$ cat config.mk
export PLATFORM = sky130hd
export DESIGN_NAME = uart_top
export DESIGN_NICKNAME = d
export VERILOG_FILES = /design/src/uart_pkg.sv /design/src/uart_top.sv /design/src/rx_fifo.sv /design/src/uart_transmitter.sv /design/src/uart_receiver.sv /design/src/baud_tick_gen.sv
export VERILOG_INCLUDE_DIRS = /design/src /design/src/src
export SDC_FILE = /design/constraint.sdc
export NUM_CORES = 1
export LEC_CHECK = 0
export BUFFER_PORTS_ARGS = -buffer_cell sky130_fd_sc_hd__buf_2
export CORE_MARGIN = 2
export CORE_UTILIZATION = 45
export DETAILED_ROUTE_END_ITERATION = 12
export GPL_ROUTABILITY_DRIVEN = 0
export HOLD_SLACK_MARGIN = 0.12
export PLACE_DENSITY = 0.62
export SLEW_MARGIN = 20
export SYNTH_ARGS = -nofsm -noshare
export SYNTH_HDL_FRONTEND = slang
export SYNTH_SLANG_ARGS = --single-unit
$ cat constraint.sdc
create_clock -name i_clk -period 4.1 [get_ports i_clk]
set_clock_uncertainty 0.05 [all_clocks]
set_input_delay 0.41 -clock i_clk [delete_from_list [all_inputs] [get_ports i_clk]]
set_output_delay 0.41 -clock i_clk [all_outputs]
set_load 0.1 [all_outputs]
$ cat src/uart_macros.svh
`ifndef UART_MACROS_SVH
`define UART_MACROS_SVH

// Frame format, 8N1
`define UART_DATA_BITS 8

// Oversampling ticks in one bit period
`define UART_TICKS_PER_BIT 16

// System clocks between two baud ticks
// One bit is UART_TICKS_PER_BIT * UART_CLKS_PER_TICK clocks
`define UART_CLKS_PER_TICK 4

// Receive FIFO entries
`define UART_FIFO_DEPTH 4

`endif
$ cat src/uart_pkg.sv
`include "uart_macros.svh"

package uart_pkg;

    // Receiver FSM
    typedef enum logic [1:0] {
        rx_idle,
        rx_start,  // Waiting for mid start bit
        rx_data,
        rx_stop
    } rx_state_e;

    // Transmitter FSM
    typedef enum logic [1:0] {
        tx_idle,
        tx_start,
        tx_data,
        tx_stop
    } tx_state_e;

    // One received character as stored in the FIFO
    typedef struct packed {
        logic [`UART_DATA_BITS-1:0] data;
        logic                       framing_err;  // Stop bit was low
    } rx_frame_t;

endpackage

$ cat src/uart_top.sv
`timescale 1ns/10ps

module uart_top (
    input  logic                i_clk,
    input  logic                i_reset,
    input  logic                i_rx,
    input  logic                i_tx_start,
    input  logic                i_rx_pop,
    input  byte                 i_tx_data,
    output logic                o_tx,
    output logic                o_tx_busy,
    output logic                o_rx_empty,
    output logic                o_rx_overflow,
    output uart_pkg::rx_frame_t o_rx_frame
);

    logic                tick;      // Shared by RX and TX
    logic                rx_done;
    uart_pkg::rx_frame_t rx_frame;

    baud_tick_gen u_tick_gen (
        .i_clk   (i_clk),
        .i_reset (i_reset),
        .o_tick  (tick)
    );

    uart_receiver u_rx (
        .i_clk   (i_clk),
        .i_reset (i_reset),
        .i_rx    (i_rx),
        .i_tick  (tick),
        .o_done  (rx_done),
        .o_frame (rx_frame)
    );

    // No back-pressure, a full FIFO loses frames
    rx_fifo u_rx_fifo (
        .i_clk      (i_clk),
        .i_reset    (i_reset),
        .i_write    (rx_done),
        .i_pop      (i_rx_pop),
        .i_frame    (rx_frame),
        .o_frame    (o_rx_frame),
        .o_empty    (o_rx_empty),
        .o_overflow (o_rx_overflow)
    );

    uart_transmitter u_tx (
        .i_clk   (i_clk),
        .i_reset (i_reset),
        .i_start (i_tx_start),
        .i_tick  (tick),
        .i_data  (i_tx_data),
        .o_tx    (o_tx),
        .o_busy  (o_tx_busy)
    );

endmodule

$ cat src/rx_fifo.sv
`timescale 1ns/10ps
`include "uart_macros.svh"

module rx_fifo (
    input  logic                i_clk,
    input  logic                i_reset,
    input  logic                i_write,
    input  logic                i_pop,
    input  uart_pkg::rx_frame_t i_frame,
    output uart_pkg::rx_frame_t o_frame,
    output logic                o_empty,
    output logic                o_overflow
);

    localparam int ptr_w = $clog2(`UART_FIFO_DEPTH);
    localparam int cnt_w = $clog2(`UART_FIFO_DEPTH + 1);
    localparam logic [ptr_w-1:0] last_slot = ptr_w'(`UART_FIFO_DEPTH - 1);
    localparam logic [cnt_w-1:0] depth     = cnt_w'(`UART_FIFO_DEPTH);

    uart_pkg::rx_frame_t mem [`UART_FIFO_DEPTH];
    logic [ptr_w-1:0]    wr_ptr, rd_ptr;
    logic [cnt_w-1:0]    count;
    logic                full;
    logic                do_write;
    logic                do_pop;

    assign full     = (count == depth);
    assign o_empty  = (count == '0);
    assign do_write = i_write && !full;   // Frame dropped when full
    assign do_pop   = i_pop && !o_empty;  // Pop on empty ignored

    always_ff @(posedge i_clk) begin
        if (do_write) begin
            mem[wr_ptr] <= i_frame;
        end
    end

    always_ff @(posedge i_clk) begin
        if (i_reset) begin
            wr_ptr     <= '0;
            rd_ptr     <= '0;
            count      <= '0;
            o_overflow <= 1'b0;
        end else begin
            if (do_write) begin
                wr_ptr <= (wr_ptr == last_slot) ? '0 : wr_ptr + 1'b1;
            end
            if (do_pop) begin
                rd_ptr <= (rd_ptr == last_slot) ? '0 : rd_ptr + 1'b1;
            end
            case ({do_write, do_pop})
                2'b10:   count <= count + 1'b1;
                2'b01:   count <= count - 1'b1;
                default: count <= count;
            endcase
            if (i_write && full) begin
                o_overflow <= 1'b1;  // Sticky until reset
            end
        end
    end

    assign o_frame = mem[rd_ptr];  // Fall-through head

    a_count_bound: assert property (@(posedge i_clk) disable iff (i_reset)
        count <= depth)
        else $error("fifo count above depth");

endmodule

$ cat src/uart_transmitter.sv
`timescale 1ns/10ps
`include "uart_macros.svh"

module uart_transmitter (
    input  logic                       i_clk,
    input  logic                       i_reset,
    input  logic                       i_start,
    input  logic                       i_tick,
    input  logic [`UART_DATA_BITS-1:0] i_data,
    output logic                       o_tx,
    output logic                       o_busy
);

    localparam int tick_w = $clog2(`UART_TICKS_PER_BIT);
    localparam int bit_w  = $clog2(`UART_DATA_BITS);
    localparam logic [tick_w-1:0] last_tick = tick_w'(`UART_TICKS_PER_BIT - 1);
    localparam logic [bit_w-1:0]  last_bit  = bit_w'(`UART_DATA_BITS - 1);

    uart_pkg::tx_state_e        state, next_state;
    logic [tick_w-1:0]          tick_cnt, next_tick_cnt;
    logic [bit_w-1:0]           bit_cnt, next_bit_cnt;
    logic [`UART_DATA_BITS-1:0] shift_reg, next_shift_reg;
    logic                       tx_reg, next_tx;

    always_ff @(posedge i_clk) begin
        if (i_reset) begin
            state    <= uart_pkg::tx_idle;
            tick_cnt <= '0;
            bit_cnt  <= '0;
            tx_reg   <= 1'b1;  // Line idles high
        end else begin
            state    <= next_state;
            tick_cnt <= next_tick_cnt;
            bit_cnt  <= next_bit_cnt;
            tx_reg   <= next_tx;
        end
    end

    always_ff @(posedge i_clk) begin
        shift_reg <= next_shift_reg;
    end

    always_comb begin
        next_state     = state;
        next_tick_cnt  = tick_cnt;
        next_bit_cnt   = bit_cnt;
        next_shift_reg = shift_reg;

        case (state)
            uart_pkg::tx_idle: begin
                if (i_start) begin
                    next_state     = uart_pkg::tx_start;
                    next_tick_cnt  = '0;
                    next_shift_reg = i_data;
                end
            end

            uart_pkg::tx_start: begin
                if (i_tick) begin
                    if (tick_cnt == last_tick) begin
                        next_state    = uart_pkg::tx_data;
                        next_tick_cnt = '0;
                        next_bit_cnt  = '0;
                    end else begin
                        next_tick_cnt = tick_cnt + 1'b1;
                    end
                end
            end

            uart_pkg::tx_data: begin
                if (i_tick) begin
                    if (tick_cnt == last_tick) begin
                        next_tick_cnt  = '0;
                        next_shift_reg = shift_reg >> 1;
                        if (bit_cnt == last_bit) begin
                            next_state = uart_pkg::tx_stop;
                        end else begin
                            next_bit_cnt = bit_cnt + 1'b1;
                        end
                    end else begin
                        next_tick_cnt = tick_cnt + 1'b1;
                    end
                end
            end

            uart_pkg::tx_stop: begin
                if (i_tick) begin
                    if (tick_cnt == last_tick) begin
                        next_state = uart_pkg::tx_idle;
                    end else begin
                        next_tick_cnt = tick_cnt + 1'b1;
                    end
                end
            end

            default: next_state = uart_pkg::tx_idle;
        endcase

        // Line level follows the state it will be in, so tx_reg and state stay aligned
        case (next_state)
            uart_pkg::tx_start: next_tx = 1'b0;
            uart_pkg::tx_data:  next_tx = next_shift_reg[0];
            default:            next_tx = 1'b1;
        endcase
    end

    assign o_tx   = tx_reg;
    assign o_busy = (state != uart_pkg::tx_idle);

    a_idle_high: assert property (@(posedge i_clk) disable iff (i_reset)
        !o_busy |-> o_tx)
        else $error("tx line low while not busy");

endmodule

$ cat src/uart_receiver.sv
`timescale 1ns/10ps
`include "uart_macros.svh"

module uart_receiver (
    input  logic                i_clk,
    input  logic                i_reset,
    input  logic                i_rx,
    input  logic                i_tick,
    output logic                o_done,
    output uart_pkg::rx_frame_t o_frame
);

    localparam int tick_w = $clog2(`UART_TICKS_PER_BIT);
    localparam int bit_w  = $clog2(`UART_DATA_BITS);
    localparam logic [tick_w-1:0] mid_tick  = tick_w'(`UART_TICKS_PER_BIT / 2 - 1);
    localparam logic [tick_w-1:0] last_tick = tick_w'(`UART_TICKS_PER_BIT - 1);
    localparam logic [bit_w-1:0]  last_bit  = bit_w'(`UART_DATA_BITS - 1);

    uart_pkg::rx_state_e        state, next_state;
    logic [tick_w-1:0]          tick_cnt, next_tick_cnt;
    logic [bit_w-1:0]           bit_cnt, next_bit_cnt;
    logic [`UART_DATA_BITS-1:0] shift_reg, next_shift_reg;

    always_ff @(posedge i_clk) begin
        if (i_reset) begin
            state    <= uart_pkg::rx_idle;
            tick_cnt <= '0;
            bit_cnt  <= '0;
        end else begin
            state    <= next_state;
            tick_cnt <= next_tick_cnt;
            bit_cnt  <= next_bit_cnt;
        end
    end

    always_ff @(posedge i_clk) begin
        shift_reg <= next_shift_reg;
    end

    always_comb begin
        next_state     = state;
        next_tick_cnt  = tick_cnt;
        next_bit_cnt   = bit_cnt;
        next_shift_reg = shift_reg;
        o_done         = 1'b0;

        case (state)
            uart_pkg::rx_idle: begin
                if (!i_rx) begin  // Falling edge, possible start bit
                    next_state    = uart_pkg::rx_start;
                    next_tick_cnt = '0;
                end
            end

            uart_pkg::rx_start: begin
                if (i_tick) begin
                    if (tick_cnt == mid_tick) begin
                        next_tick_cnt = '0;
                        if (i_rx) begin
                            next_state = uart_pkg::rx_idle;  // Glitch, not a real start bit
                        end else begin
                            next_state   = uart_pkg::rx_data;
                            next_bit_cnt = '0;
                        end
                    end else begin
                        next_tick_cnt = tick_cnt + 1'b1;
                    end
                end
            end

            uart_pkg::rx_data: begin
                if (i_tick) begin
                    if (tick_cnt == last_tick) begin
                        next_tick_cnt  = '0;
                        next_shift_reg = {i_rx, shift_reg[`UART_DATA_BITS-1:1]};  // LSB first
                        if (bit_cnt == last_bit) begin
                            next_state = uart_pkg::rx_stop;
                        end else begin
                            next_bit_cnt = bit_cnt + 1'b1;
                        end
                    end else begin
                        next_tick_cnt = tick_cnt + 1'b1;
                    end
                end
            end

            uart_pkg::rx_stop: begin
                if (i_tick) begin
                    if (tick_cnt == last_tick) begin  // Middle of stop bit
                        next_state = uart_pkg::rx_idle;
                        o_done     = 1'b1;
                    end else begin
                        next_tick_cnt = tick_cnt + 1'b1;
                    end
                end
            end

            default: next_state = uart_pkg::rx_idle;
        endcase
    end

    // Stop bit is taken live, valid together with o_done
    assign o_frame.data        = shift_reg;
    assign o_frame.framing_err = ~i_rx;

    a_done_in_stop: assert property (@(posedge i_clk) disable iff (i_reset)
        o_done |-> (state == uart_pkg::rx_stop))
        else $error("rx done pulse outside stop state");

endmodule

$ cat src/baud_tick_gen.sv
`timescale 1ns/10ps
`include "uart_macros.svh"

module baud_tick_gen (
    input  logic i_clk,
    input  logic i_reset,
    output logic o_tick
);

    localparam int cnt_w = $clog2(`UART_CLKS_PER_TICK);
    localparam logic [cnt_w-1:0] last_cnt = cnt_w'(`UART_CLKS_PER_TICK - 1);

    logic [cnt_w-1:0] cnt;

    // Free running modulo counter
    always_ff @(posedge i_clk) begin
        if (i_reset) begin
            cnt <= '0;
        end else if (cnt == last_cnt) begin
            cnt <= '0;
        end else begin
            cnt <= cnt + 1'b1;
        end
    end

    assign o_tick = (cnt == last_cnt);  // One clock at wrap

endmodule

==> impl_metrics.yaml, run 1 <==
floorplan:
  core_region_area_mm2: 0.007807
  design.portCount: 26
  die_y_um: 94.26
  effective_utilization_at_floorplan: 0.4696
  std_cell_rows: 32
  floorplan.die_area_mm2: 0.008885
  dieWidth_um: 94.26
synth:
  syn_avg_cell_area_um2: 12.77
  synth.cell_area_mm2: 0.003666
  netlist_top_cells_area: "edfxtp_1 (42%), dfxtp_1 (17%), ha_1 (5.8%)"
  ys_seq_area_frac: 0.5925
  synth_flop_cell: "edfxtp_1"
  synth_enable_flop_cells: 51
  synth_top_area_share: 0.4177
  synth_async_sr_flop_share: 0
  synth_area_leader_cell: "edfxtp_1"
  synth-seq-cells: 83
  synthCells: 287
  synth.lib_cells_used.distinct: 52
  synth_nets: 318
  yosysWarnings: 0
drt:
  drt_pass1_iterations: 4
  drt_via_density: 5.483
  antenna_left: 0
  detail_route.iter0.violations: 61
  routed_wire_length_per_instance_um: 15.05
  final_wirelength_um: 6289
  route.detailed.drc: 0
  via_count: 2292
clock_network:
  post_cts_hold_buffer_count: 0
  clock_insertion_delay_worst_skew_ns: 0.35
  ctsLongestPathBuffers: 2
  cts.repair.resized: 0
  cts.reportedPaths.clkPinSlew_ns: 0.08
  cts-buffers-inserted: 9
  cts_root_buffer: "clkbuf_8"
  post-cts-setup-buffers: 0
  cts_tree: "done"
  numClockSinks: 83
  clock_tree.htree_level_count: 3
timing:
  setup_total_negative_slack_ns: 0
  setup-violations-final: 0
  clock.fmax_mhz: 378.0
  grt_setup_unrepaired: "no"
  share_of_the_clock_period_used_by_the_worst_path: 0.6452
  report.final.hold_viol_count: 0
  final-max-slew-violation-count: 0
  hold_slack_ns: 0.2836
  max_slew.worst_pin.slew_ns: 0.8310
  period_minus_slack_ns: 2.645
  max_slew_margin: 0.4440
job:
  cap_violations: 0
power:
  leakage_power_summed_over_all_cells_nw: 1.481
  max-vdd-ir-drop_mv: 0.2184
  swShare: 0.2273
  fin_total_pwr_mw: 1.655
  sequentialPowerShare: 0.545
  clock_group_share_of_total_power: 0.404
  pwr-share-comb: 0.050
  power.density_mw_per_mm2: 403.0
  net-switching-power_mw: 0.3764
  power_report.internal_total_mw: 1.279
critical_path:
  crit_path_max_incr_delay_ns: 0.45
  reg2reg_slack_ns: 1.45
  startpoint_of_the_most_critical_setup_path: "u_tick_gen.cnt[0]"
  critPathCapture: "u_rx_fifo.count[2]"
  sort_of_element_at_the_start_of_the_critical_path: "flip-flop"
  worst_setup_path_end_kind: "flip-flop"
  classification_of_the_worst_setup_path: "reg -> reg"
  timing.rr.start: "u_tick_gen.cnt[0]"
  timing.critical_path.required_ns: 4.32
  worst_path_cell_with_the_longest_stage_delay: "a211oi_2"
  path_depth_of_the_worst_reg2reg_path: 10
  worstReg2RegEnd: "u_rx_fifo.count[2]"
  worst_ep_arrival_time_ns: 2.87
  critical_path.max_fanout: 12
  path_cells: "ha_1 > nand3_1 > a211oi_2 > inv_1 > ha_1 > inv_1 > fa_1 > xor2_1 > or3_1 > a21oi_1"
grt:
  grt_pass1_vias: 2198
  grt_ovf: 0
  grt_max_degree: 32
  first_pass_grt_wire_length_um: 10490
  global_route.usage.total: 0.1554
  antenna_found_initial: 0
min_path:
  holdCritPathClass: "in -> reg"
cells_and_area:
  fraction_of_final_layout_cells_with_drive_strength_greater_than_1: 0.1804
  nNetsFinal: 342
  area_growth_syn_to_layout_pct: 12.05
  antennaDiodeCount: 0
  fillerInstances: 715
  largest_register_ff_count: 36
status:
  status: "finished, final reports clean"
placement:
  dpl.hpwl_um: 4201
  place.port_buffers: 25
==> cell families after synthesis <==
group           after synthesis  share of synthesized area
mux                          18                    0.08157
fa+ha+maj                    18                    0.06348
xor+xnor                      4                   0.009558
flops                        83                     0.5925
compound gates               55                     0.1048
buf+inv                      28                    0.02901
simple gates                 81                     0.1191
==> layout make-up <==
class	count	area, um^2	share of cell area
timing repair buffer	25	125.1	0.03046
clock buffer	9	123.9	0.03016
tap	102	127.6	0.03107
inverter	16	60.06	0.01462
clock inverter	7	106.4	0.02589
sequential	83	2172	0.5288
multi-input combinational	176	1393	0.3390
==> metrics by stage <==
stage | setup WS (ns) | utilization | cell area (um^2) | std cells
after floorplan | 1.229 | - | 3666 | 287
after global placement | 1.608 | 0.4960 | 3872 | 402
after detailed placement | 1.455 | 0.4960 | 3872 | 402
after CTS | 1.443 | 0.5255 | 4103 | 418
after global routing | 1.224 | 0.5261 | 4108 | 418
final | 1.455 | 0.5261 | 4108 | 418
==> power by group through the flow <==
stage / Clock, mW / Sequential [mW] / Combinational [mW]
2_1_floorplan: 0 / 0.926 / 0.0560
3_3_place_gp: 0 / 0.921 / 0.0814
3_5_place_dp: 0 / 0.921 / 0.0829
4_1_cts: 0.690 / 0.903 / 0.0829
5_1_grt: 0.722 / 0.905 / 0.0923
6_report: 0.670 / 0.903 / 0.0833
==> synth_stat cells (2+ instances only) <==
master / instances
xnor2_1: 2
nand2_1: 8
a21oi_1: 10
o22ai_1: 2
o21ai_0: 10
nor2_1: 24
mux4_2: 9
o32ai_1: 4
nand3_1: 6
or4_1: 3
nor2b_1: 2
o31ai_1: 2
inv_1: 16
edfxtp_1: 51
ha_1: 17
or3_1: 2
nor3_1: 6
nand2b_1: 8
buf_1: 4
a22oi_1: 4
a211oi_1: 3
o21bai_1: 2
mux2i_1: 7
clkbuf_1: 7
xor2_1: 2
and2_1: 6
a311oi_1: 2
and3_1: 3
a21o_1: 3
dfxtp_1: 32
a22o_1: 6
nand4_1: 4
==> critical path, delay by kind of cell, from the launching register on <==
kind | cells | cell delay, ns
adder cells (fa/ha/maj) | 3 | 0.82
AO/OA/AOI/OAI | 2 | 0.59
AND/OR/NAND/NOR | 2 | 0.52
flip-flops | 1 | 0.34
buffers and inverters | 2 | 0.17
XOR/XNOR | 1 | 0.08
==> layer usage <==
layer,track usage,wire length [um],up-vias
met4,0.05797,81,0
met1,0.2022,2897,1124
met5,0,0,-
met2,0.2524,3122,33
li1,-,-,1129
met3,0.03692,188,6
==> placed cells by master (no fill, tap or decap), drive strengths merged, types with 2 or more instances in the layout <==
cell and instances:
nand2b 8, buf 25, o22ai 2, mux2i 7
o21ai 11, xor2 2, nand2 8, a21oi 10
nand3 6, a311oi 2, and2 8, nor2 24
inv 20, a211oi 4, nor2b 2, a21o 3
edfxtp 51, nor3 6, xnor2 2, nand4 4
clkbuf 9, dfxtp 32, bufinv 2, mux2 2
a22o 6, o21bai 2, a22oi 4, or4 3
and3 4, ha 17, o32ai 4, o31ai 2
or3 2, mux4 9
==> how the worst min path moves through the flow <==
stage | slack, ns | cells past startpoint | endpoint | from
final | 0.28 | 1 | u_rx.shift_reg[7] | i_rx
after global routing | 0.26 | 1 | u_rx.shift_reg[7] | i_rx
after CTS | 0.27 | 1 | u_rx.shift_reg[7] | i_rx
after detailed placement | 0.38 | 1 | u_tick_gen.cnt[0] | u_tick_gen.cnt[0]
after global placement | 0.36 | 1 | u_tick_gen.cnt[0] | u_tick_gen.cnt[0]
after floorplan | 0.35 | 1 | u_tick_gen.cnt[0] | u_tick_gen.cnt[0]
No activity file was read; power rests on OpenSTA's default activity.
==> run 2, diff against run 1 <==
ABC_AREA = 1   (was unset)
clock period = 2.8 ns   (was 4.1 ns; I/O delays follow)
==> impl_metrics.yaml, run 2 <==
clock_network:
  cts-buffers-inserted: 9
  cts.reportedPaths.clkPinSlew_ns: 0.08
  ctsLongestPathBuffers: 2
  cts_tree: "done"
  clock_insertion_delay_worst_skew_ns: 0.35
  clock_tree.htree_level_count: 3
  numClockSinks: 83
  post-cts-setup-buffers: 0
  cts_root_buffer: "clkbuf_8"
synth:
  synth_nets: 399
  synthCells: 368
  ys_seq_area_frac: 0.5980
  synth_top_area_share: 0.4216
  synth_flop_cell: "edfxtp_1"
  syn_avg_cell_area_um2: 9.870
  synth_async_sr_flop_share: 0
  synth_area_leader_cell: "edfxtp_1"
  synth.cell_area_mm2: 0.003632
  synth.lib_cells_used.distinct: 26
  synth-seq-cells: 83
  synth_top_cells_by_count: "nand2_1 (57), nor2_1 (54), edfxtp_1 (51)"
  netlist_top_cells_area: "edfxtp_1 (42%), dfxtp_1 (18%), nand2_1 (5.9%)"
  synth_enable_flop_cells: 51
  yosysWarnings: 0
  cell_with_the_most_instances_after_synthesis: "nand2_1"
floorplan:
  effective_utilization_at_floorplan: 0.4676
  floorplan.die_area_mm2: 0.008806
  core_region_area_mm2: 0.007767
  dieWidth_um: 93.84
  design.portCount: 26
  die_y_um: 93.84
  std_cell_rows: 32
critical_path:
  critical_path.top_delay_family: "buffers and inverters"
  classification_of_the_worst_setup_path: "reg -> out"
  sort_of_element_at_the_start_of_the_critical_path: "flip-flop"
  crit_path_max_incr_delay_ns: 0.46
  critical_path.max_fanout: 19
  worst_setup_path_end_kind: "primary output"
  path_cells: "buf_4 > inv_1 > o21ai_0 > o22ai_1 > buf_2"
  timing.critical_path.buf_inv: 3
  timing.critical_path.required_ns: 2.47
  worst_path_cell_with_the_longest_stage_delay: "buf_2"
  worst_ep_arrival_time_ns: 1.96
job:
  cap_violations: 0
power:
  fin_total_pwr_mw: 3.157
  max-vdd-ir-drop_mv: 0.3282
  power.density_mw_per_mm2: 759.6
  leakage_power_summed_over_all_cells_nw: 1.672
grt:
  first_pass_grt_wire_length_um: 11070
  grt_max_degree: 20
  grt_pass1_vias: 2496
  global_route.usage.total: 0.1623
  antenna_found_initial: 0
  grt_ovf: 0
drt:
  detail_route.iter0.violations: 135
  routed.top_layer: "met4"
  drt_via_density: 4.994
  drt_pass1_iterations: 4
  route.detailed.drc: 0
  metal2_wl_um: 3222
  via_count: 2557
  antenna_left: 0
  routed_wire_length_per_instance_um: 12.79
  final_wirelength_um: 6546
  met3_wirelength_um: 152
  wl_met1_um: 3060
timing:
  share_of_the_clock_period_used_by_the_worst_path: 0.8174
  grt_setup_unrepaired: "no"
  setup_total_negative_slack_ns: 0
  postLayoutSetupSlackWorst_ns: 0.5113
  max_slew.worst_pin.slew_ns: 0.7019
  final-max-slew-violation-count: 0
  period_minus_slack_ns: 2.289
  report.final.hold_viol_count: 0
  setup-violations-final: 0
  max_slew_margin: 0.5304
  clock.fmax_mhz: 436.9
  hold_slack_ns: 0.1695
cells_and_area:
  largest_register_ff_count: 36
  nNetsFinal: 436
  area_growth_syn_to_layout_pct: 14.43
  antennaDiodeCount: 0
  fraction_of_final_layout_cells_with_drive_strength_greater_than_1: 0.1244
  layout_common_cells: "nand2_1 (57), nor2_1 (54), edfxtp_1 (51)"
  most_common_library_cell_in_the_layout_ignoring_fill_and_taps: "nand2_1"
placement:
  dpl.hpwl_um: 4499
  place.port_buffers: 25
  preCtsSetupSlack_ns: 0.5890
min_path:
  holdCritPathClass: "in -> reg"
status:
  status: "finished, final reports clean"
-- run 2: cell type report --
class | count | area, um^2
fillers | 737 | 3611
flip-flops and latches | 83 | 2172
multi-input cells | 236 | 1272
repair buffers | 32 | 182.7
inverters | 43 | 161.4
clock buffers | 10 | 127.6
well taps | 102 | 127.6
clock inverters | 6 | 112.6
-- run 2: timing repair --
item                      4_1_cts  5_1_grt
hold buffers                    2        0
resized for setup               0        0
hold endpoints to repair        2        0
-- run 2: final timing paths --
check	startpoint	endpoint	slack [ns]	depth (start not counted)
worst max-delay path	flip-flop	o_rx_frame[2]	0.51	5
worst min-delay path	i_tx_data[5]	u_tx.shift_reg[5]	0.17	2
worst max register to register	u_rx.tick_cnt[0]	u_rx_fifo.count[2]	0.52	13
worst min register to register	u_tick_gen.cnt[0]	u_tick_gen.cnt[0]	0.39	1
-- run 2: cells by family after synthesis --
logic type               share of synthesized area
AND/OR/NAND/NOR                             0.1647
flip-flops                                  0.5980
AO/OA/AOI/OAI                               0.1168
buffers and inverters                      0.05167
adder cells (fa/ha/maj)                    0.06407
XOR/XNOR                                  0.004823
-- run 2: per-layer routing --
layer  up-vias  GRT usage
met3        12    0.02648
li1       1330          -
met4         0    0.06884
met5         -          0
met2        27     0.2804
met1      1188     0.2011
-- run 2: report_power, final --
group,internal [mW],switching [mW]
combinational,0.168,0.564
sequential,1.35,0.0488
clock,0.598,0.433
total,2.11,1.05
-- run 2: stage by stage --
step | utilization | cell area (um^2) | cells
floorplan | - | 3632 | 368
finish | 0.5351 | 4156 | 512
CTS | 0.5351 | 4156 | 512
detailed placement | 0.5016 | 3896 | 494
global placement | 0.5016 | 3896 | 494
global route | 0.5351 | 4156 | 512
==> run 3, diff against run 2 <==
PLACE_DENSITY = 0.65   (was 0.62)
clock period = 2.1 ns   (was 2.8 ns; I/O delays follow)
==> impl_metrics.yaml, run 3 (synthesized netlist as in run 2, its figures left out) <==
status:
  status: "finished, final reports clean"
cells_and_area:
  antennaDiodeCount: 0
  fillerInstances: 717
  most_common_library_cell_in_the_layout_ignoring_fill_and_taps: "nand2_1"
  area_growth_syn_to_layout_pct: 18.22
  layout.cells.non_filler: 523
  fraction_of_final_layout_cells_with_drive_strength_greater_than_1: 0.1758
  utilization: 0.5528
  largest_register_ff_count: 36
  final-seq-area_mm2: 0.002175
  layout_common_cells: "nand2_1 (56), nor2_1 (52), edfxtp_1 (51)"
  multi_input_comb_area_mm2: 0.001339
  nNetsFinal: 447
floorplan:
  dieWidth_um: 93.84
  std_cell_rows: 32
  effective_utilization_at_floorplan: 0.4676
  design.portCount: 26
  die_y_um: 93.84
  floorplan.die_area_mm2: 0.008806
  core_region_area_mm2: 0.007767
drt:
  detail_route.iter0.violations: 96
  antenna_left: 0
  via_count: 2646
  final_wirelength_um: 6784
  drt_via_density: 5.059
  route.detailed.drc: 0
  drt_pass1_iterations: 4
  routed_wire_length_per_instance_um: 12.97
power:
  leakage_power_summed_over_all_cells_nw: 1.706
  swShare: 0.3609
  pwr-share-comb: 0.267
  fin_total_pwr_mw: 3.989
  clock_group_share_of_total_power: 0.266
  power.density_mw_per_mm2: 929.0
  sequentialPowerShare: 0.467
  max-vdd-ir-drop_mv: 0.2888
  net-switching-power_mw: 1.440
  power_report.internal_total_mw: 2.550
placement:
  place.port_buffers: 25
  dpl.hpwl_um: 4579
  dp_cells: 498
clock_network:
  cts.reportedPaths.clkPinSlew_ns: 0.09
  cts-buffers-inserted: 9
  ctsLongestPathBuffers: 2
  clock_insertion_delay_worst_skew_ns: 0.35
  cts_root_buffer: "clkbuf_8"
  cts_tree: "done"
  numClockSinks: 83
  clock_tree.htree_level_count: 3
grt:
  grt_max_degree: 19
  grt_ovf: 0
  global_route.usage.total: 0.1688
  first_pass_grt_wire_length_um: 11520
  antenna_found_initial: 0
  grt_pass1_vias: 2521
critical_path:
  timing.critical_path.required_ns: 1.84
  sort_of_element_at_the_start_of_the_critical_path: "flip-flop"
  classification_of_the_worst_setup_path: "reg -> out"
  path_cells: "inv_1 > o21ai_0 > o22ai_2 > buf_4"
  worst_setup_path_end_kind: "primary output"
  worst_path_cell_with_the_longest_stage_delay: "dfxtp_1"
  worst_ep_arrival_time_ns: 1.73
  crit_path_max_incr_delay_ns: 0.43
  critical_path.max_fanout: 10
timing:
  grt_setup_unrepaired: "yes"
  report.final.hold_viol_count: 0
  setup-violations-final: 0
  final-max-slew-violation-count: 0
  period_minus_slack_ns: 1.988
  clock.fmax_mhz: 503.0
  share_of_the_clock_period_used_by_the_worst_path: 0.9467
  max_slew_margin: 0.6389
  max_slew.worst_pin.slew_ns: 0.5416
min_path:
  holdCritPathClass: "in -> reg"
job:
  cap_violations: 0
==> run 3: critical path: cells and delay by family, from the launching register on <==
kind / cells / cell delay [ns]
flip-flops: 1 / 0.43
buffers and inverters: 2 / 0.60
AO/OA/AOI/OAI: 2 / 0.33
==> run 3: cell type report <==
type                    instances  area share
flip-flops and latches         83      0.5064
multi-input cells             236      0.3118
repair buffers                 43     0.07051
inverters                      43     0.03846
clock buffers                  10     0.03205
well taps                     102     0.02972
clock inverters                 6     0.01107
==> run 3: repair_timing <==
action,in CTS,in global routing
gates resized for setup,10,8
pin swaps,0,2
setup endpoints to repair,9,4
endpoints found under the hold margin,8,0
buffers inserted,0,1
hold buffers,8,0
==> run 3: power by group through the flow <==
| stage | Sequential, mW | Clock (mW) | Combinational [mW] |
|---|---|---|---|
| 5_1_grt | 1.88 | 1.17 | 1.17 |
| 6_report | 1.86 | 1.06 | 1.07 |
| 3_5_place_dp | 1.90 | 0 | 1.02 |
| 4_1_cts | 1.86 | 1.10 | 1.05 |
| 3_3_place_gp | 1.90 | 0 | 1.00 |
| 2_1_floorplan | 1.90 | 0 | 0.832 |
==> run 3: per-stage QoR <==
| step | setup TNS, ns | hold slack (ns) | area, um^2 | setup WS [ns] |
|---|---|---|---|---|
| 2_1_floorplan | 0 | 0.2311 | 3692 | 0.05382 |
| 3_3_place_gp | 0 | 0.3611 | 3986 | 0.07120 |
| 3_5_place_dp | -0.01123 | 0.3760 | 3986 | -0.01123 |
| 4_1_cts | 0 | 0.1233 | 4273 | 0.0005416 |
| 5_1_grt | -0.03611 | 0.1482 | 4294 | -0.03611 |
| 6_report | 0 | 0.1259 | 4294 | 0.1119 |
==> run 3: final timing paths <==
path	from	to	slack (ns)	cells past startpoint
hold / removal	i_tx_data[7]	u_tx.shift_reg[7]	0.13	3
hold reg to reg	u_tick_gen.cnt[0]	u_tick_gen.cnt[0]	0.38	1
setup reg to reg	u_rx.tick_cnt[0]	u_rx_fifo.count[2]	0.12	13
setup / recovery	flip-flop	o_rx_frame[4]	0.11	4
==> run 3: per-layer routing <==
layer,part of all wire,up-vias,GRT usage
li1,-,1350,-
met4,0.023,0,0.08816
met1,0.44,1238,0.2079
met5,0,-,0
met3,0.030,15,0.03371
met2,0.50,43,0.2798
